$ cat src/common/sifhPkg.sv
package sifhPkg;

    // fixed field widths
    localparam int NumBinBits = 6;
    localparam int NumTimeBits = 2 * NumBinBits;
    localparam int NumPixelBits = 4;
    localparam int NumCountBits = 12;

    // bin index inside one pixel histogram
    typedef logic [NumBinBits-1:0] binAddr;
    // full time code, coarse bin on top, fine bin below
    typedef logic [NumTimeBits-1:0] timeCode;
    typedef logic [NumPixelBits-1:0] pixelId;
    // saturating histogram counter
    typedef logic [NumCountBits-1:0] binCount;

    // frame phases
    typedef enum logic [2:0] {
        idle,
        coarseAcq,
        coarseDrain,
        coarseSweep,
        fineAcq,
        fineDrain,
        fineSweep
    } seqState;

    typedef struct packed {
        pixelId pixel;
        timeCode code;
    } tdcEvent;

    // one histogram word, pixel major
    typedef struct packed {
        pixelId pixel;
        binAddr bin;
    } binRef;

    typedef struct packed {
        pixelId pixel;
        binAddr bin;
        logic lastBin;
    } sweepRead;

    typedef struct packed {
        pixelId pixel;
        binAddr bin;
        binCount count;
        logic lastBin;
    } binSample;

    typedef struct packed {
        pixelId pixel;
        binAddr coarsePeak;
        binAddr finePeak;
    } peakResult;

endpackage
$ cat src/histogram/binMapper.sv
`timescale 1ns/100ps

module binMapper (
    input logic clk,
    input logic reset,
    input sifhPkg::seqState phase,
    input sifhPkg::tdcEvent evt,
    input logic eventValid,
    input logic peakValid,
    input sifhPkg::pixelId peakPixel,
    input sifhPkg::binAddr peakBin,
    output sifhPkg::binRef incAddr,
    output logic incValid
);
    import sifhPkg::*;

    // coarse peak per pixel, full pixelId range
    binAddr coarsePeak [2**NumPixelBits];

    binAddr evCoarse;
    binAddr evFine;
    logic keep;
    binAddr mappedBin;

    // split the time code
    assign evCoarse = evt.code[NumTimeBits-1 -: NumBinBits];
    assign evFine = evt.code[NumBinBits-1:0];

    always_comb begin
        keep = 1'b0;
        mappedBin = evCoarse;
        case (phase)
            coarseAcq: begin
                keep = eventValid;
                mappedBin = evCoarse;
            end
            fineAcq: begin
                // only events inside this pixel's coarse peak
                keep = eventValid && (evCoarse == coarsePeak[evt.pixel]);
                mappedBin = evFine;
            end
            default: begin
                // events dropped outside acquisition
                keep = 1'b0;
                mappedBin = evCoarse;
            end
        endcase
    end

    always_ff @(posedge clk or negedge reset) begin
        if (!reset) begin
            incValid <= 1'b0;
        end else begin
            incValid <= keep;
        end
    end

    always_ff @(posedge clk) begin
        incAddr <= '{pixel: evt.pixel, bin: mappedBin};
        // coarse peaks come back during the coarse sweep
        if (peakValid && phase == coarseSweep) begin
            coarsePeak[peakPixel] <= peakBin;
        end
    end

    // increments trail their event by one cycle and may land in drain
    incOnlyFromAcq: assert property (@(posedge clk) disable iff (!reset)
        incValid |-> (phase == coarseAcq || phase == coarseDrain ||
                      phase == fineAcq || phase == fineDrain));

endmodule

$ cat config.mk
export PLATFORM = sky130hd
export DESIGN_NAME = binMapper
export DESIGN_NICKNAME = d
export VERILOG_FILES = /design/src/common/sifhPkg.sv /design/src/histogram/binMapper.sv
export SDC_FILE = /design/constraint.sdc
export NUM_CORES = 1
export LEC_CHECK = 0
export CAP_MARGIN = 20
export CORE_MARGIN = 2
export CORE_UTILIZATION = 40
export CTS_BUF_LIST = sky130_fd_sc_hd__clkbuf_8
export DETAILED_ROUTE_END_ITERATION = 6
export DONT_BUFFER_PORTS = 1
export GPL_TIMING_DRIVEN = 1
export SLEW_MARGIN = 20
export SYNTH_ARGS = -nofsm -noshare
export SYNTH_HDL_FRONTEND = slang
export SYNTH_SLANG_ARGS = --single-unit
$ cat constraint.sdc
create_clock -name clk -period 2.15 [get_ports clk]
set_clock_uncertainty 0.1 [all_clocks]
set_input_delay 0.43 -clock clk [delete_from_list [all_inputs] [get_ports clk]]
set_output_delay 0.43 -clock clk [all_outputs]
set_load 0.02 [all_outputs]
# After elaboration in Yosys (flattened, before gate mapping)
# Memories as Yosys holds them, arrays and structs flattened.
# Index checks and enable logic that the tools add are counted.
dict set report word_totals {
  register_bits 11
  mem_bits_rw 96
  inputBits 33
  out_inout_bits 11
  word_cells 14
  memories 1
}
# memory words word_bits read_ports rd_clocked_by_memory_dff wr line
set mem_list {}
lappend mem_list {coarsePeak 16 6 1 0 1 binMapper.sv:18} ;# binAddr coarsePeak [2**NumPixelBits];
dict set report op_classes {
  n_eq_ne 4
  muxes 4
  reduce_logical 2
}
# op count
set op_table {}
lappend op_table {{equality test 6 bit} 1}
lappend op_table {{two-way mux 6 bit} 1}
lappend op_table {{equality test 3 x 1 -> 1 bit (second input constant)} 1}
lappend op_table {{equality test 3 x 2 -> 1 bit (second input constant)} 1}
lappend op_table {{equality test 3 bit (second input constant)} 1}
lappend op_table {{logical AND 1 bit} 2}
lappend op_table {{two-way mux 1 bit} 2}
lappend op_table {{case mux 1 bit (2 select lines)} 1}

# Longest topological paths before layout
dict set report depth {
  depth_word 4
  mapped_depth 8
  ltp_nobuf 6
}

# Least setup slack after synthesis
# No wires, ideal clock.
dict set report synth_path {
  path_type {input-to-reg}
  startpoint {input evt[12] (netlist name)}
  endpoint {register incValid}
  setup_ns 0.095
  arrival_ns 2.113
  required_time_ns 1.955
  path_slack_ns -0.159
  path_stages 7
  path_buffers 1
  path_cell_list {buf_2 > mux4_2 > xnor2_1 > nor3_1 > a2111oi_2 > nand4_1 > o31ai_1}
}
dict set report synth_between {
  elab_chain_len 4
}
# item line
set synth_rtl {}
lappend synth_rtl {{from (decl)} binMapper.sv:7} ;# input sifhPkg::tdcEvent evt,
lappend synth_rtl {{memory read (16 x 6 bit)} -}
lappend synth_rtl {{equality test 6 bit} binMapper.sv:39} ;# keep = eventValid && (evCoarse == coarsePeak[evt.pixel]);
lappend synth_rtl {{logical AND 1 bit} binMapper.sv:39}
lappend synth_rtl {{case mux 1 bit (2 select lines)} binMapper.sv:32} ;# case (phase)
lappend synth_rtl {{net keep} binMapper.sv:22} ;# logic keep;
lappend synth_rtl {{to (signal assigned)} binMapper.sv:54} ;# incValid <= keep;
lappend synth_rtl {{to (decl)} binMapper.sv:13} ;# output logic incValid
# The timed path passes the listed nets, and every way through them passes these cells.

# Worst setup path in the final report
dict set report layout_path {
  startpoint {memory coarsePeak[3][2] (netlist name)}
  endpoint {register incValid}
}
dict set report layout_between {
  elab_chain_len 4
}
# item line
set layout_rtl {}
lappend layout_rtl {{from (decl)} binMapper.sv:18}
lappend layout_rtl {{memory read (16 x 6 bit)} -}
lappend layout_rtl {{equality test 6 bit} binMapper.sv:39}
lappend layout_rtl {{logical AND 1 bit} binMapper.sv:39}
lappend layout_rtl {{case mux 1 bit (2 select lines)} binMapper.sv:32}
lappend layout_rtl {{net keep} binMapper.sv:22}
# The timed path passes the listed nets, and every way through them passes these cells.

==> results.md <==
* Initial antenna violation count at 0
* Worst Hold Depth at 0
* TritonCTS buffer count at 9
* EDFF count, synth at 96
* Crit path buf inv count at 0
* Final #Nets at 270
* Crit path required time at 2.34 ns
* Clock transition at path regs at 0.11 ns
* FF-to-FF End: incValid
* RSZ-0062 raised after global routing: true
* PwrDens at 774 nW/µm²
* Synthesized flop and latch total at 107
* Post-CTS Setup Inserts at 0
* Total Routing Usage GR at 14.9%
* Initial core utilization at 41.0%
* Die X at 107 µm
* Total core area at 10300 µm²
* CP arrival at 2.21 ns
* Gp weighted congestion at 0.721
* Delay-heaviest family, CP: compound AO/OA/AOI/OAI gates
* Residual DRC at 0
* Final Hold Viols at 0
* Cell Rows at 37
* Initial DRC count at 176
* Max-cap violation count at 0
* Worst-Skew Late Latency at 0.38 ns
* H-tree depth at 3
* Post-Syn Area at 4220 µm²
* Mapped Avg Cell Area at 20.1 µm²
* Antenna viol nets, final at 0
* Kind of critical path: reg2reg
* Synth Instances at 210
* Die area at 11400 µm²
* Setup-failing EPs final at 0
* First-pass GRT wire length at 11900 µm
* Max IR drop VDD at 0.000300 V
* Largest net degree at the start of global routing at 22
* R2R Setup Slk at 0.13 ns
* Min-delay worst type: in2reg
* Netlist cell types at 32
* Final hold slack at 0.0415 ns
* Maximum fanout along the worst path at 1
* Leakage Power at 1.55 nW
* Post-DP HPWL at 5220 µm
* P&R area growth vs syn at 12.5%
* Die height at 107 µm
* Fmax at 0.494 GHz
* CP startpoint kind: register
* Status: complete, no violations
* Synth async-reset ratio at 0.935%
* Endpoint type of the worst setup path: register
* Final Slew Violations at 0
* FF-to-FF path depth at 5
* Number of synthesis warnings at 0
* I/O Buffers at 0
* I/O pins at 44
* # diodes at 0
* Fin crit share at 94.1%
* Crit-path max cell delay at 0.47 ns
* Post-synth net total at 243
* Via count at 1996
* CTS tree: done
* Clock Root Buffer: clkbuf_8
* Buffer depth of the longest clock path at 2
* Slowest stage cell on the critical path: mux4_2
* Global route total overflow at 0
* Vias in the first global route at 2079
* Layout Utilization at 46.2%
* Total power at 0.00367 W
* Worst Hold Path EP: coarsePeak[6][3]
* Per-cell routed wire length at 21.0 µm
* Worst-Margin Slew at 0.444 ns
* Via density at 5.28
* Main synth FF type: edfxtp_1
* Hold Crit Start: peakBin[3]
* Clk sinks at 107
* Crit Reg-Reg Startpoint: coarsePeak[3][2]
* Routed Wire Length at 7950 µm
* Post-synthesis sequential area ratio at 73.7%
* DR pass1 iterations at 4
* Share of layout cells above drive strength 1 at 24.8%
* Critical-path cell list: mux4_2 > xor2_1 > o311ai_0 > nand4_1 > o31ai_1
* Headroom to the max-slew limit at 70.0%
* Min Tclk post-route at 2.02 ns
## worst max-delay path by stage
stage,startpoint,cells past startpoint,to,slack [ns]
floorplan,evt[12],7,incValid,0.002
global placement,evt[12],7,incValid,0.07
detailed placement,evt[12],5,incValid,0.04
CTS,coarsePeak[3][2],5,incValid,0.10
global route,coarsePeak[1][0],6,incValid,-0.0003
finish,coarsePeak[3][2],5,incValid,0.13
## report_power, final
part | switching [W] | total [W] | internal (W)
Clock | 0.000684 | 0.00123 | 0.000547
Combinational | 0.0000480 | 0.000141 | 0.0000929
Sequential | 0.0000219 | 0.00230 | 0.00228
## cells by family (layout without fill, tap and decap cells)
family / count (synthesis) / after routing / share of synthesized area (%)
flip-flops: 107 / 107 / 73.7
multiplexers: 40 / 40 / 17.4
AND/OR/NAND/NOR: 34 / 34 / 3.89
XOR/XNOR: 12 / 12 / 2.49
buffers and inverters: 9 / 41 / 1.07
AO/OA/AOI/OAI: 8 / 8 / 1.51
## per-layer routing
| layer | wire, µm | part of all wire (%) | track usage (%) | up-vias |
|---|---|---|---|---|
| li1 | - | - | - | 905 |
| met2 | 3880 | 49 | 23.2 | 74 |
| met3 | 673 | 8.5 | 4.62 | 10 |
| met5 | 0 | 0 | 0 | - |
| met4 | 133 | 1.7 | 6.12 | 0 |
| met1 | 3260 | 41 | 19.4 | 1007 |
## sequential cells by signal, indices dropped and copies added, names as in the netlist
| register | count |
|---|---|
| incAddr | 10 |
| coarsePeak | 96 |
| incValid | 1 |
## cells in the final DEF (no fill, tap or decap), drive strengths merged
cell type and instances:
dfrtp 1, dfxtp 10, inv 4, nor2b 1, mux2i 9, a2111oi 1
dlygate4sd3 5, clkbuf 9, nand2 3, a221oi 1, nor2 16, bufinv 1
or3 1, o31ai 1, xor2 3, nand2b 2, nand4 1, nor3 5
edfxtp 96, clkinv 4, a31oi 1, buf 18, or4bb 1, nor3b 1
nand3b 1, xnor2 9, o21ai 2, mux2 7, a211oi 1, mux4 24
o311ai 1, nand3 2
## repair_timing
| action | CTS | global route |
|---|---|---|
| resized for setup | 0 | 1 |
| hold buffers | 5 | 0 |
| hold endpoints to repair | 5 | 0 |
| endpoints found under the setup margin | 0 | 1 |
## worst register-to-register path: stages, from the launching register on
cell,delay (ns)
edfxtp_1,0.39
mux4_2,0.47
xor2_1,0.15
o311ai_0,0.44
nand4_1,0.14
o31ai_1,0.25
## Yosys cell counts, types with 2 or more instances
| library cell | count | area (µm²) |
|---|---|---|
| o21ai_0 | 2 | 10.0 |
| mux4_1 | 6 | 158 |
| nand3_1 | 2 | 10.0 |
| buf_2 | 3 | 15.0 |
| nand2b_1 | 2 | 12.5 |
| mux2_2 | 7 | 78.8 |
| edfxtp_1 | 96 | 2880 |
| nor2_1 | 16 | 60.1 |
| clkbuf_1 | 2 | 7.51 |
| inv_1 | 2 | 7.51 |
| nand2_1 | 3 | 11.3 |
| mux2i_1 | 9 | 90.1 |
| mux4_2 | 18 | 405 |
| nor3_1 | 5 | 25.0 |
| xnor2_1 | 9 | 78.8 |
| dfxtp_1 | 10 | 200 |
| xor2_1 | 3 | 26.3 |
## per-stage QoR
step	area (µm²)	cells	TNS [ns]	worst slack [ns]
final	4740	378	0	0.126
after global routing	4740	378	-0.000346	-0.000346
after CTS	4740	378	0	0.103
after detailed placement	4490	357	0	0.0419
after global placement	4490	357	0	0.0730
after floorplan	4230	210	0	0.00232
## cell type report
class	count	area, µm²
fill	891	5530
sequential	107	3110
multi-input combinational	94	1070
timing repair buffer	23	185
tap	136	170
clock buffer	9	124
clock inverter	7	77.6
inverter	2	7.51
No activity file was read; power rests on OpenSTA's default activity.
