### src/common/sifhPkg.sv
package sifhPkg;

    // fixed field widths
    localparam int NumBinBits = 6;
    localparam int NumTimeBits = 2 * NumBinBits;
    localparam int NumPixelBits = 4;
    localparam int NumCountBits = 12;

    // bin index inside one pixel histogram
    typedef logic [NumBinBits-1:0] binAddr;
    // full time code, coarse bin on top, fine bin below
    typedef logic [NumTimeBits-1:0] timeCode;
    typedef logic [NumPixelBits-1:0] pixelId;
    // saturating histogram counter
    typedef logic [NumCountBits-1:0] binCount;

    // frame phases
    typedef enum logic [2:0] {
        idle,
        coarseAcq,
        coarseDrain,
        coarseSweep,
        fineAcq,
        fineDrain,
        fineSweep
    } seqState;

    typedef struct packed {
        pixelId pixel;
        timeCode code;
    } tdcEvent;

    // one histogram word, pixel major
    typedef struct packed {
        pixelId pixel;
        binAddr bin;
    } binRef;

    typedef struct packed {
        pixelId pixel;
        binAddr bin;
        logic lastBin;
    } sweepRead;

    typedef struct packed {
        pixelId pixel;
        binAddr bin;
        binCount count;
        logic lastBin;
    } binSample;

    typedef struct packed {
        pixelId pixel;
        binAddr coarsePeak;
        binAddr finePeak;
    } peakResult;

endpackage
### src/rtl/peakDetector.sv
`timescale 1ns/100ps

module peakDetector #(
    parameter int NumPixels = 8
) (
    input logic clk,
    input logic reset,
    input sifhPkg::seqState phase,
    input sifhPkg::binSample sample,
    input logic sampleValid,
    output logic peakValid,
    output sifhPkg::pixelId peakPixel,
    output sifhPkg::binAddr peakBin,
    output sifhPkg::peakResult result,
    output logic resultValid,
    output logic sweepDone
);
    import sifhPkg::*;

    // running maximum and where it was seen
    binCount runMax;
    binAddr runBin;
    logic takeNew;
    binCount nextMax;
    binAddr nextBin;
    logic pixelEnd;
    logic inFine;

    // fine-pass pixel count
    pixelId pixCount;
    logic finalPixel;
    // local copy of coarse peaks for the result
    binAddr coarseCopy [2**NumPixelBits];

    // bin 0 restarts the search, strict compare keeps the lower bin on ties
    assign takeNew = (sample.bin == '0) || (sample.count > runMax);
    assign nextMax = takeNew ? sample.count : runMax;
    assign nextBin = takeNew ? sample.bin : runBin;
    assign pixelEnd = sampleValid && sample.lastBin;
    assign inFine = (phase == fineSweep);

    always_ff @(posedge clk or negedge reset) begin
        if (!reset) begin
            peakValid <= 1'b0;
            resultValid <= 1'b0;
            sweepDone <= 1'b0;
            pixCount <= '0;
            finalPixel <= 1'b0;
        end else begin
            peakValid <= pixelEnd;
            resultValid <= pixelEnd && inFine;
            // one cycle after the last result
            sweepDone <= resultValid && finalPixel;
            if (pixelEnd && inFine) begin
                if (pixCount == pixelId'(NumPixels - 1)) begin
                    pixCount <= '0;
                    finalPixel <= 1'b1;
                end else begin
                    pixCount <= pixCount + pixelId'(1);
                    finalPixel <= 1'b0;
                end
            end
        end
    end

    always_ff @(posedge clk) begin
        if (sampleValid) begin
            runMax <= nextMax;
            runBin <= nextBin;
        end
        if (pixelEnd) begin
            peakPixel <= sample.pixel;
            peakBin <= nextBin;
        end
        if (pixelEnd && phase == coarseSweep) begin
            coarseCopy[sample.pixel] <= nextBin;
        end
        if (pixelEnd && inFine) begin
            result <= '{pixel: sample.pixel, coarsePeak: coarseCopy[sample.pixel],
                        finePeak: nextBin};
        end
    end

endmodule

### config.mk
export PLATFORM = sky130hd
export DESIGN_NAME = peakDetector
export DESIGN_NICKNAME = d
export VERILOG_FILES = /design/src/common/sifhPkg.sv /design/src/rtl/peakDetector.sv
export SDC_FILE = /design/constraint.sdc
export NUM_CORES = 1
export LEC_CHECK = 0
export ABC_CLOCK_PERIOD_IN_PS = 7350
export BUFFER_PORTS_ARGS = -buffer_cell sky130_fd_sc_hd__buf_2
export CAP_MARGIN = 20
export CORE_MARGIN = 10
export CORE_UTILIZATION = 35
export DETAILED_ROUTE_END_ITERATION = 10
export PLACE_DENSITY = 0.61
export SYNTH_ARGS = -nofsm -noshare
export SYNTH_HDL_FRONTEND = slang
export SYNTH_SLANG_ARGS = --single-unit
### constraint.sdc
create_clock -name clk -period 7.35 [get_ports clk]
set_clock_uncertainty 0.05 [all_clocks]
set_input_delay 0 -clock clk [delete_from_list [all_inputs] [get_ports clk]]
set_output_delay 0 -clock clk [all_outputs]
set_load 0.005 [all_outputs]
* Word-level counts from Yosys, hierarchy flattened
Memory sizes are Yosys's and may differ from the RTL's. A register that Yosys moved wholly into a read port is not among the register bits. Index checks and enable logic that the tools add are counted.
Operators by class: add/subtract/negate cells 1, magnitude comparators 1, reductions and logical operators 7, multiplexer cells 5, equality and inequality tests 3
Operators by type and width (count):
- $gt A12 B12 Y1 | 1
- $logic_not A6 Y1 | 1
- $mux W6 | 1
- $add A4 B1 Y4 const B | 1
- $eq A4 B3 Y1 const B | 1
- $logic_and A1 B1 Y1 | 4
- $mux W4 | 1
- $eq A3 B2 Y1 const B | 1
- $eq A3 B3 Y1 const B | 1
- $mux W1 | 3
- $reduce_and A2 Y1 | 1
- $logic_or A1 B1 Y1 | 1
Word-level totals: output and inout port bits 29, RAM bits 96, memories 1, word-level logic and storage cells 29, flip-flop bits (word level) 46, input bits 29
Memory list:
- coarseCopy | depth 16, width 6, rd ports 1, clocked after memory_dff 1, wr ports 1, line peakDetector.sv:33 | binAddr coarseCopy [2**NumPixelBits];

* Longest topological paths before layout
depth after elaboration 4, depth in mapped cells 7, depth with buffers taken out 7

* Least setup slack after synthesis
OpenSTA, ideal clock, no wires.
path type reg-to-reg, start point reg runMax[1], end point mem coarseCopy[0][0] in the netlist's numbering, data pin, stages on the path, launching flop included 8, slack 4.855 ns, clock period less this slack 2.495 ns, buffers on the path 0, arrival time 2.132 ns, required time 6.987 ns, setup time 0.313 ns, cell sequence edfxtp_1 -> inv_1 -> ha_1 -> nor2b_1 -> o211ai_1 -> a211o_1 -> a31oi_2 -> mux2i_1
Between the ends: word-level cells in the longest chain between the ends 3
RTL lines:
- start: declaration | line peakDetector.sv:21 | binCount runMax;
- start signal: assignment | line peakDetector.sv:68 | runMax <= nextMax;
- $gt A12 B12 Y1 | line peakDetector.sv:36 | assign takeNew = (sample.bin == '0) || (sample.count > runMax);
- $logic_or A1 B1 Y1 | line peakDetector.sv:36
- $mux W6 | line peakDetector.sv:38 | assign nextBin = takeNew ? sample.bin : runBin;
- named net nextBin[0] | line peakDetector.sv:25 | binAddr nextBin;
- end: declaration | line peakDetector.sv:33
The timed path passes the listed nets, and every way through them passes these cells.

* Worst setup path in the final report
start point reg runMax[1], end point reg peakBin[2], data pin
Between the ends: word-level cells in the longest chain between the ends 3
RTL lines:
- $gt A12 B12 Y1 | line peakDetector.sv:36
- $logic_or A1 B1 Y1 | line peakDetector.sv:36
- $mux W6 | line peakDetector.sv:38
- named net nextBin[2] | line peakDetector.sv:25
- end signal: assignment | line peakDetector.sv:73 | peakBin <= nextBin;
- end: declaration | line peakDetector.sv:13 | output sifhPkg::binAddr peakBin,
The timed path passes the listed nets, and every way through them passes these cells. A chain may end at the register's enable or synchronous reset.

==> results.md <==
- IO Port Bufs: 57
- Initial antenna violation count: 0
- Pre-CTS WS: 4.26 ns
- Final TNS setup: 0 ns
- RSZ-0062 raised after global routing: no
- Number of setup buffers added after CTS: 0
- Worst Tran Pin Value: 1.08 ns
- Clock network fraction of total power: 41.2%
- Post-synthesis sequential area ratio: 74.8%
- Cts repair resizes: 0
- Power per cell area: 264 nW/um^2
- Initial DRC Count: 251
- Max-slew violations: 0
- DR WL/cell: 18.0 microns
- Vias in the first global route: 3024
- Clk buf depth: 2
- Setup crit end kind: flip-flop
- Post-Route WL: 11.2 mm
- YS warnings: 0
- Clock Tree Root: clkbuf_16
- Hold Buf Count CTS: 19
- Max cap viols: 0
- Total CTS buffers: 17
- Average size of a mapped cell: 20.0 sq um
- Flops & latches, synth: 148
- Worst EP arrival: 2.77 ns
- Syn_nets: 337
- DRC: 0
- Hold Fails Final Rpt: 0
- Htree depth: 4
- Die W: 150 microns
- Hold WC Path Type: in -> reg
- TritonRoute pass-1 iters: 4
- Initial core utilization: 35.6%
- Gpl congestion: 0.766
- Setup WS post-layout: 4.62 ns
- DR vias/cell: 4.71
- NetSw: 0.377 mW
- Area growth, synth to finish: 21.2%
- Post-synth top area cell: edfxtp_1
- Tmin final: 2.73 ns
- Pin count of the biggest net entering global routing: 31
- Critical Setup Path Class: reg -> reg
- CTS Sinks: 148
- Sequential group share of total power: 51.7%
- Clock transition at path regs: 0.05 ns
- Design Power: 1.89 mW
- Final worst path period share: 37.2%
- Setup Viol. Count Final: 0
- Internal power: 1.51 mW
- Switching part of the total: 20.0%
- Antenna-violating nets left: 0
- Chip Height: 150 microns
- FP Rows: 47
- Antenna cells: 0
- Latest clock arrival within the worst-skew pair: 0.41 ns
- Die ar.: 22400 sq um
- Overflow after GRT: 0
- CTS tree: yes
- CP startpoint kind: flip-flop
- Logic pwr share: 7.1%
- CP Max Fanout: 19
- Critical Path RT: 7.39 ns
- Filler cells: 1427
- Final core utilization: 43.2%
- Total number of vias: 2918
- Leak: 2.61 nW
- Fmax: 366 MHz
- Tot GR Track Use: 10.5%
- Maximum vdd drop: 0.188 mV
- Core area: 16500 sq um
- Nets@finish: 432
- Library cells used by synthesis: 33
- Post-DP HPWL: 7.54 mm
- Status: finished clean
- Ranking of synthesized cells by area: edfxtp_1, mux4_1, mux4_2, dfrtp_1, ha_1
- Ports: 58
- Rel. slew slack: 27.4%
- Area share of the largest cell type after synthesis: 71.4%
- Cell count after synthesis: 295
- Global-route wire length before repair: 17.6 mm
- Netlist Area Pre-Place: 5890 sq um
- Layout cells sized above 1: 27.3%
[Yosys cell counts]
master / instances
a211o_1: 1
a21o_1: 1
a21oi_1: 5
a31oi_2: 1
and2_1: 2
buf_12: 1
buf_2: 1
buf_4: 1
buf_6: 3
buf_8: 1
clkbuf_1: 1
dfrtp_1: 8
edfxtp_1: 140
ha_1: 13
inv_1: 20
mux2_2: 3
mux2i_1: 6
mux4_1: 14
mux4_2: 16
nand2_1: 16
nand2b_1: 3
nand3_1: 3
nand4_1: 4
nor2_1: 16
nor2b_1: 1
nor3_1: 6
nor3_2: 1
nor4_1: 1
o211ai_1: 1
o21a_1: 1
o21ai_1: 1
or3_1: 2
xnor2_1: 1
[area by class of cell]
cell class	count	area (sq um)	area share, %
timing repair buffer	84	531	7.43
sequential	148	4400	61.7
multi-input combinational	119	1330	18.6
clock buffer	20	437	6.12
tap	220	275	3.86
clock inverter	9	90.1	1.26
inverter	20	75.1	1.05
[final timing paths]
path                                        start                 endpoint  slack, ns  cells past startpoint
max                           runMax[1]$_DFFE_PP_     peakBin[2]$_DFFE_PP_       4.62                      7
min                                      phase[2]    resultValid$_DFF_PN0_       0.06                      4
max reg2reg                   runMax[1]$_DFFE_PP_     peakBin[2]$_DFFE_PP_       4.62                      7
min reg2reg                finalPixel$_DFFE_PN0P_      sweepDone$_DFF_PN0_       0.42                      1
max in group asynchronous                   reset  pixCount[0]$_DFFE_PN0P_       6.49                      3
min in group asynchronous                   reset      sweepDone$_DFF_PN0_       0.50                      3
[per-layer routing]
layer | part of all wire, % | global-route usage, %
met1 | 44 | 13.7
met2 | 46 | 15.7
met3 | 8.5 | 4.08
met4 | 1.2 | 3.64
met5 | 0 | 0
[metrics by stage]
| stage | hold WS [ns] | area [sq um] | instances |
|---|---|---|---|
| finish | 0.0604 | 7140 | 620 |
| global route | 0.0651 | 7140 | 620 |
| CTS | 0.0397 | 7140 | 620 |
| detailed placement | -0.194 | 6420 | 572 |
| global placement | -0.202 | 6400 | 569 |
| floorplan | -0.346 | 5890 | 295 |
[cells by family after synthesis]
kind of cell             share of synthesized area, %
AO/OA/AOI/OAI                                    1.25
XOR/XNOR                                        0.149
adder cells (fa/ha/maj)                          2.76
buffers and inverters                            2.72
flip-flops                                       74.8
multiplexers                                     14.0
AND/OR/NAND/NOR                                  4.36
[cell usage in the layout, fill, tap and decap left out, types with 2 or more instances in the layout]
cell type,netlist,final
mux2_2,3,3
edfxtp_1,140,140
clkinv_2,0,3
nand2b_1,3,3
nand2_1,16,16
buf_2,1,59
and2_1,2,2
dfrtp_1,8,8
ha_1,13,13
clkbuf_1,1,3
bufinv_16,0,2
mux4_2,16,16
inv_1,20,20
buf_4,1,6
a21oi_1,5,5
nand3_1,3,3
nor2_1,16,16
nand4_1,4,4
clkbuf_16,0,17
nor3_1,6,6
clkinv_1,0,4
mux4_1,14,14
or3_1,2,2
mux2i_1,6,5
dlygate4sd3_1,0,19
[critical path: stages, from the launching register on]
cell and delay [ns]:
edfxtp_1 0.32, inv_1 0.04, ha_1 0.28, nor2b_1 0.13
o211ai_1 0.09, a211o_1 0.28, a31oi_2 0.41, mux2i_2 0.81
[flip-flops by register name, summed over array words and instances (netlist names)]
register     flops
coarseCopy      96
result          16
runMax          12
peakBin          6
runBin           6
peakPixel        4
pixCount         4
finalPixel       1
peakValid        1
resultValid      1
sweepDone        1
[power by group through the flow]
| stage | Combinational (mW) | Clock (mW) | Sequential [mW] |
|---|---|---|---|
| final | 0.133 | 0.778 | 0.975 |
| after global routing | 0.150 | 0.835 | 0.977 |
| after CTS | 0.135 | 0.796 | 0.975 |
| after detailed placement | 0.127 | 0 | 0.992 |
| after global placement | 0.120 | 0 | 0.992 |
| after floorplan | 0.0769 | 0 | 0.992 |
No activity file was read; power rests on OpenSTA's default activity.
