**src/common/sifhPkg.sv**
```systemverilog
package sifhPkg;

    // fixed field widths
    localparam int NumBinBits = 6;
    localparam int NumTimeBits = 2 * NumBinBits;
    localparam int NumPixelBits = 4;
    localparam int NumCountBits = 12;

    // bin index inside one pixel histogram
    typedef logic [NumBinBits-1:0] binAddr;
    // full time code, coarse bin on top, fine bin below
    typedef logic [NumTimeBits-1:0] timeCode;
    typedef logic [NumPixelBits-1:0] pixelId;
    // saturating histogram counter
    typedef logic [NumCountBits-1:0] binCount;

    // frame phases
    typedef enum logic [2:0] {
        idle,
        coarseAcq,
        coarseDrain,
        coarseSweep,
        fineAcq,
        fineDrain,
        fineSweep
    } seqState;

    typedef struct packed {
        pixelId pixel;
        timeCode code;
    } tdcEvent;

    // one histogram word, pixel major
    typedef struct packed {
        pixelId pixel;
        binAddr bin;
    } binRef;

    typedef struct packed {
        pixelId pixel;
        binAddr bin;
        logic lastBin;
    } sweepRead;

    typedef struct packed {
        pixelId pixel;
        binAddr bin;
        binCount count;
        logic lastBin;
    } binSample;

    typedef struct packed {
        pixelId pixel;
        binAddr coarsePeak;
        binAddr finePeak;
    } peakResult;

endpackage
```
**src/rtl/histSequencer.sv**
```systemverilog
`timescale 1ns/100ps

module histSequencer #(
    parameter int NumPixels = 8
) (
    input logic clk,
    input logic reset,
    input logic start,
    input logic acqEnd,
    input logic sweepDone,
    output sifhPkg::seqState phase,
    output sifhPkg::sweepRead rd,
    output logic rdValid,
    output logic busy,
    output logic frameDone
);
    import sifhPkg::*;

    seqState state;
    // histogram memory holds garbage after reset, one sweep clears it
    logic clearPending;
    // drain length, reused for the coarse sweep tail
    logic [1:0] drainCnt;
    pixelId sweepPixel;
    binAddr sweepBin;
    // high while sweep reads are going out
    logic issuing;
    logic lastRead;

    assign lastRead = (sweepBin == '1) && (sweepPixel == pixelId'(NumPixels - 1));

    assign phase = state;
    assign rd = '{pixel: sweepPixel, bin: sweepBin, lastBin: (sweepBin == '1)};
    assign rdValid = issuing;
    // also high during the clearing sweep after reset
    assign busy = (state != idle);
    assign frameDone = (state == fineSweep) && !issuing && sweepDone;

    always_ff @(posedge clk or negedge reset) begin
        if (!reset) begin
            state <= idle;
            clearPending <= 1'b1;
            drainCnt <= '0;
            sweepPixel <= '0;
            sweepBin <= '0;
            issuing <= 1'b0;
        end else begin
            case (state)
                idle: begin
                    if (clearPending) begin
                        // blank coarse sweep, peaks thrown away
                        state <= coarseSweep;
                        issuing <= 1'b1;
                        sweepPixel <= '0;
                        sweepBin <= '0;
                    end else if (start) begin
                        state <= coarseAcq;
                    end
                end
                coarseAcq: begin
                    if (acqEnd) begin
                        state <= coarseDrain;
                        drainCnt <= '0;
                    end
                end
                fineAcq: begin
                    if (acqEnd) begin
                        state <= fineDrain;
                        drainCnt <= '0;
                    end
                end
                coarseDrain, fineDrain: begin
                    // let the last increments reach memory
                    drainCnt <= drainCnt + 2'd1;
                    if (drainCnt == 2'd2) begin
                        state <= (state == coarseDrain) ? coarseSweep : fineSweep;
                        issuing <= 1'b1;
                        sweepPixel <= '0;
                        sweepBin <= '0;
                    end
                end
                coarseSweep, fineSweep: begin
                    if (issuing) begin
                        sweepBin <= sweepBin + binAddr'(1);
                        if (sweepBin == '1) begin
                            sweepPixel <= sweepPixel + pixelId'(1);
                        end
                        if (lastRead) begin
                            issuing <= 1'b0;
                            drainCnt <= '0;
                        end
                    end else if (state == coarseSweep) begin
                        // wait for the last peak to land in the mapper
                        drainCnt <= drainCnt + 2'd1;
                        if (drainCnt == 2'd1) begin
                            state <= clearPending ? idle : fineAcq;
                            clearPending <= 1'b0;
                        end
                    end else if (sweepDone) begin
                        state <= idle;
                    end
                end
                default: state <= idle;
            endcase
        end
    end

    // reads only go out while a sweep is running
    rdOnlyInSweep: assert property (@(posedge clk) disable iff (!reset)
        rdValid |-> (phase == coarseSweep || phase == fineSweep));

endmodule

```
**config.mk**
```make
export PLATFORM = sky130hd
export DESIGN_NAME = histSequencer
export DESIGN_NICKNAME = d
export VERILOG_FILES = /design/src/common/sifhPkg.sv /design/src/rtl/histSequencer.sv
export SDC_FILE = /design/constraint.sdc
export NUM_CORES = 1
export LEC_CHECK = 0
export BUFFER_PORTS_ARGS = -buffer_cell sky130_fd_sc_hd__buf_2
export CAP_MARGIN = 20
export CORE_AREA = 2 2 58 60
export CTS_CLUSTER_SIZE = 12
export DETAILED_ROUTE_END_ITERATION = 16
export DIE_AREA = 0 0 60 62
export PLACE_DENSITY = 0.57
export SLEW_MARGIN = 10
export SYNTH_ARGS = -nofsm -noshare
export SYNTH_HDL_FRONTEND = slang
export SYNTH_SLANG_ARGS = --single-unit
```
**constraint.sdc**
```tcl
create_clock -name clk -period 3.2 [get_ports clk]
set_clock_uncertainty 0.05 [all_clocks]
set_input_delay 0.16 -clock clk [delete_from_list [all_inputs] [get_ports clk]]
set_output_delay 0.16 -clock clk [all_outputs]
set_load 0.005 [all_outputs]
```
Yosys cells after proc, flatten, opt, wreduce, memory -nomap -nowiden --
Cells that the tools add are included.
Operators by class: add/sub/neg operators 3, equal/unequal tests 23, mux-type cells 31, bitwise logic cells 1, reductions and logical operators 17
Operator list (number):
- 2-to-1 mux 3 bit | 11
- 2-to-1 mux 6 bit | 3
- case mux 6 bit (3 select lines) | 1
- 2-to-1 mux 4 bit | 4
- != test 3 bit, second input constant | 5
- case mux 3 bit (5 select lines) | 1
- != test 2 bit, second input constant | 7
- case mux 4 bit (3 select lines) | 1
- AND reduction 4 bit | 3
- equality test 3 bit, second input constant | 3
- nonzero test 3 bit | 3
- 2-to-1 mux 2 bit | 4
- AND reduction 7 bit | 1
- adder 6 x 1 -> 6 bit, second input constant | 1
- equality test 3 x 2 -> 1 bit, second input constant | 2
- equality test 6 bit, second input constant | 1
- case mux 2 bit (3 select lines) | 1
- OR reduction 2 bit | 3
- AND reduction 5 bit | 1
- adder 4 x 1 -> 4 bit, second input constant | 1
- equality test 4 x 3 -> 1 bit, second input constant | 1
- 2-to-1 mux 1 bit | 4
- equality test 3 x 1 -> 1 bit, second input constant | 1
- logical AND 1 bit | 3
- other kinds (9) | 9
Word-level totals: bits in registers 17, input port bits 5, output and inout port bits 17, word-level logic and storage cells 81

Logic depth before layout (Yosys ltp) --
depth after elaboration 5, mapped depth 6, depth with buffers taken out 6

Worst setup path before layout --
OpenSTA, ideal clock, no wires.
path type register to register, start register state[1] (netlist: phase[1]), end register sweepPixel[0], library setup time 0.125 ns, arrival time 1.600 ns, required time 3.025 ns, slack 1.425 ns, stages on the path, launching flop included 6, buffers on the path 1, path through dfrtp_1 -> buf_6 -> or3b_4 -> o211a_4 -> a211o_1 -> mux2_4
On the way: longest elaborated chain between the ends 4
RTL lines:
- start, declared | RTL line histSequencer.sv:19 | seqState state;
- start signal, assigned | RTL line histSequencer.sv:41 | state <= idle;
- start signal, assigned | RTL line histSequencer.sv:52 | state <= coarseSweep;
- start signal, assigned | RTL line histSequencer.sv:57 | state <= coarseAcq;
- equality test 3 bit or equality test 3 x 2 -> 1 bit (tied branches) | RTL line histSequencer.sv:48 | case (state)
- OR reduction 2 bit | RTL line histSequencer.sv:48
- != test 2 bit (no line) or nonzero test 3 bit (tied branches)
- AND reduction 5 bit (no line)
- end signal, assigned | RTL line histSequencer.sv:86 | sweepPixel <= sweepPixel + pixelId'(1);
- end, declared | RTL line histSequencer.sv:24 | pixelId sweepPixel;
Several ways; a longest one is shown, not always the timed one. A chain may end at the register's enable or synchronous reset.

Final worst setup path --
start register state[2] (netlist: phase[2]), end register sweepPixel[0]
Same word-level chain as after synthesis.

==> flow_summary_export.csv <==
group,metric,value,unit
synthesis,netlist-cell-type-count,49,
routing,firstDrtPassIters,4,
clock_network,cts_root_buffer,"clkbuf_4",
clock_network,path_clk_slew,0.10,ns
floorplanning,die_y,62,µm
global_route,grt_usage,15.53,%
final_layout,antennaDiodeCount,0,
power_and_ir_drop,p_leak,0.6113,nW
worst_setup_path,critPathMaxFanout,19,
worst_setup_path,crit_arrival,2.18,ns
power_and_ir_drop,power_frac_clock,12.2,%
final_layout,syn_to_final_growth,12.77,%
timing,timing.hold.ws,0.2294,ns
power_and_ir_drop,p_sw,413.3,µW
timing,tightest_slew,0.5610,ns
power_and_ir_drop,internal_power,550.1,µW
routing,vias,1002,
synthesis,synth_edf_count,0,
flow_run,maxCapViolations,0,
synthesis,ys_seq_elements,17,
timing,setup_violations,0,
global_route,antenna_found_initial,0,
floorplanning,pin_count,22,
routing,dr.first_iter.drc_count,68,
timing,period_needed,2.042,ns
worst_setup_path,cp.required,3.33,ns
timing,slew_viol_final,0,
timing,fin_crit_sh,63.81,%
clock_network,htreeDepth,1,
power_and_ir_drop,combPwrFrac,51.2,%
floorplanning,die_area,3720,µm²
timing,rsz0062_at_grt,"false",
placed_design,place_hpwl,1833,µm
clock_network,numCtsBuffers,3,
final_layout,nets,155,
floorplanning,num_rows,21,
synthesis,synthCells,127,
clock_network,insertion_delay,0.29,ns
power_and_ir_drop,ir_drop,0.0004118,V
worst_setup_path,worst_path_largest_cell_delay,0.71,ns
synthesis,synth.net_count,136,
floorplanning,die_x,60,µm
global_route,grt_pass1_vias,955,
worst_setup_path,worst-setup-path-type,"flip-flop to flip-flop",
placed_design,postPlaceCellArea,1311,µm²
routing,viasPerCell,5.246,
routing,wl_per_cell,12.99,µm
synthesis,synth.top_cell.area_share,33.51,%
floorplanning,start_util,37.58,%
clock_network,post-cts-setup-buffers,0,
worst_hold_path,hold_class,"input port to flip-flop",
worst_setup_path,critPathLaunchType,"flip-flop",
floorplanning,core_area,3179,µm²
placed_design,gp_congestion,0.8194,
final_layout,final_area,1348,µm²
timing,fmax,489.7,MHz
routing,drt_wl_total,2482,µm
timing,maxSlewHeadroom,62.60,%
synthesis,ys_warn_count,0,
global_route,grt_overflow,0,
clock_network,clock_sinks,17,
worst_setup_path,crit_slowest_cell,"dfrtp_1",
worst_setup_path,crit_cells,4,
synthesis,yosysTopAreaCell,"dfrtp_1",
global_route,grt_max_degree,20,
routing,drc,0,
clock_network,cts_tree,"built",
worst_setup_path,worstPathCellList,"and3b_2 > nor3b_2 > nor4_1 > mux2_4",
timing,final.setup.tns,0,ns
timing,final-hold-violation-count,0,
worst_setup_path,endpoint_kind,"flip-flop",
worst_setup_path,cp_top_family,"simple AND/OR/NAND/NOR gates",
power_and_ir_drop,powerDensity,714.9,nW/µm²
synthesis,yosysSeqAreaShare,35.71,%
worst_setup_path,ff2ff_path_depth,4,
synthesis,yosysMostFrequentCell,"dfrtp_1",
worst_setup_path,worst-path-buf-inv,0,
power_and_ir_drop,p_sw_share,42.90,%
synthesis,ys_top_cells_by_area,"dfrtp_1, nand3_1, ha_1, inv_1, mux2i_1",
synthesis,synthArstFlopShare,100.0,%
final_layout,drive_gt1_share,25.52,%
placed_design,io_buffers,21,
clock_network,clock_path_buffers,2,
synthesis,avgSynthCellArea,9.409,µm²
synthesis,synth_common_cells,"dfrtp_1, nand3_1, inv_1",
synthesis,ys.flop_type,"dfrtp_1",
global_route,grt_pass1_wl,4367,µm
worst_hold_path,hold_depth,4,
run_status,status,"finished, final reports clean",
synthesis,syn-cell-area,1195,µm²
routing,ant_nets,0,
final_layout,nFillCells,323,
power_and_ir_drop,p_seq_share,36.6,%
[metal layers]
metal,up-vias,track usage [%],routed length [µm]
met1,465,21.00,1212
li1,513,-,-
met2,19,24.38,1143
met3,5,2.692,84
met4,0,6.984,40
met5,-,0,0
[cell families after synthesis]
logic type / after synthesis / share of synthesized area (%)
and+or+nand+nor: 45 / 22.20
AOI/OAI and AO/OA: 30 / 18.85
buffers and inverters: 19 / 7.329
DFF: 17 / 35.71
muxes: 9 / 9.319
adders and majority gates: 6 / 5.864
xor gates and xnor gates: 1 / 0.7331
[stage by stage]
step / setup WS [ns] / std cells / utilization, % / total power, mW
3_5_place_dp: 1.173 / 186 / 41.24 / 0.8521
2_1_floorplan: 1.425 / 127 / - / 0.7478
6_report: 1.158 / 191 / 42.38 / 0.9634
4_1_cts: 1.151 / 191 / 42.38 / 0.9774
3_3_place_gp: 1.169 / 186 / 41.24 / 0.8498
5_1_grt: 0.9579 / 191 / 42.38 / 1.061
[tightest hold or removal path, stage by stage]
cell and delay [ns]:
buf_2 0.07, or4_1 0.09, nand3_1 0.07, o21ai_0 0.15
[worst paths after layout]
| kind | slack (ns) | to | startpoint |
|---|---|---|---|
| worst max register to register | 1.16 | sweepPixel[0]$_DFFE_PN0P_ | phase[2]$_DFFE_PN0P_ |
| worst max-delay path | 1.16 | sweepPixel[0]$_DFFE_PN0P_ | phase[2]$_DFFE_PN0P_ |
| max in group asynchronous | 2.52 | clearPending$_DFFE_PN1P_ | reset |
| min in group asynchronous | 0.26 | phase[0]$_DFFE_PN0P_ | reset |
| worst min register to register | 0.45 | clearPending$_DFFE_PN1P_ | clearPending$_DFFE_PN1P_ |
| worst min-delay path | 0.23 | phase[0]$_DFFE_PN0P_ | start |
[layout make-up]
cell class	instances	area (µm²)	area share, %
Clock buffer	4	26.28	1.950
Inverter	11	41.29	3.064
Multi-Input combinational cell	91	680.7	50.51
Sequential cell	17	426.7	31.66
Tap cell	46	57.56	4.271
Timing Repair Buffer	22	115.1	8.542
[sequential cells by signal, indices dropped and copies added (netlist names)]
name and cells:
clearPending 1, sweepPixel 4, sweepBin 6, phase 3, drainCnt 2, rdValid 1
[power groups by stage]
stage / Combinational (mW) / Sequential (mW) / Clock [mW]
floorplan: 0.430 / 0.318 / 0
global placement: 0.497 / 0.353 / 0
detailed placement: 0.494 / 0.358 / 0
CTS: 0.497 / 0.353 / 0.127
global route: 0.562 / 0.366 / 0.132
finish: 0.493 / 0.352 / 0.118
[cells in the final DEF (no fill, tap or decap), types with 2 or more instances in the layout]
cell | synthesis | routed
dfrtp_1 | 16 | 16
and3_1 | 4 | 4
ha_1 | 4 | 4
a21oi_1 | 2 | 2
o21ai_0 | 6 | 6
buf_2 | 1 | 21
o211ai_1 | 3 | 3
o22ai_1 | 3 | 3
nand3_1 | 12 | 12
maj3_1 | 2 | 2
mux2i_1 | 4 | 4
nor2b_1 | 2 | 2
inv_1 | 11 | 11
mux2_2 | 3 | 3
nand3b_1 | 2 | 2
and2_1 | 2 | 2
clkbuf_4 | 0 | 3
a211oi_1 | 4 | 4
or3_1 | 2 | 2
nor2_1 | 4 | 4
nand2_1 | 7 | 7
[timing repair]
action,CTS,global route
resized for setup,0,0
hold buffers,1,0
hold endpoints to repair,16,0
No activity file was read; power rests on OpenSTA's default activity.
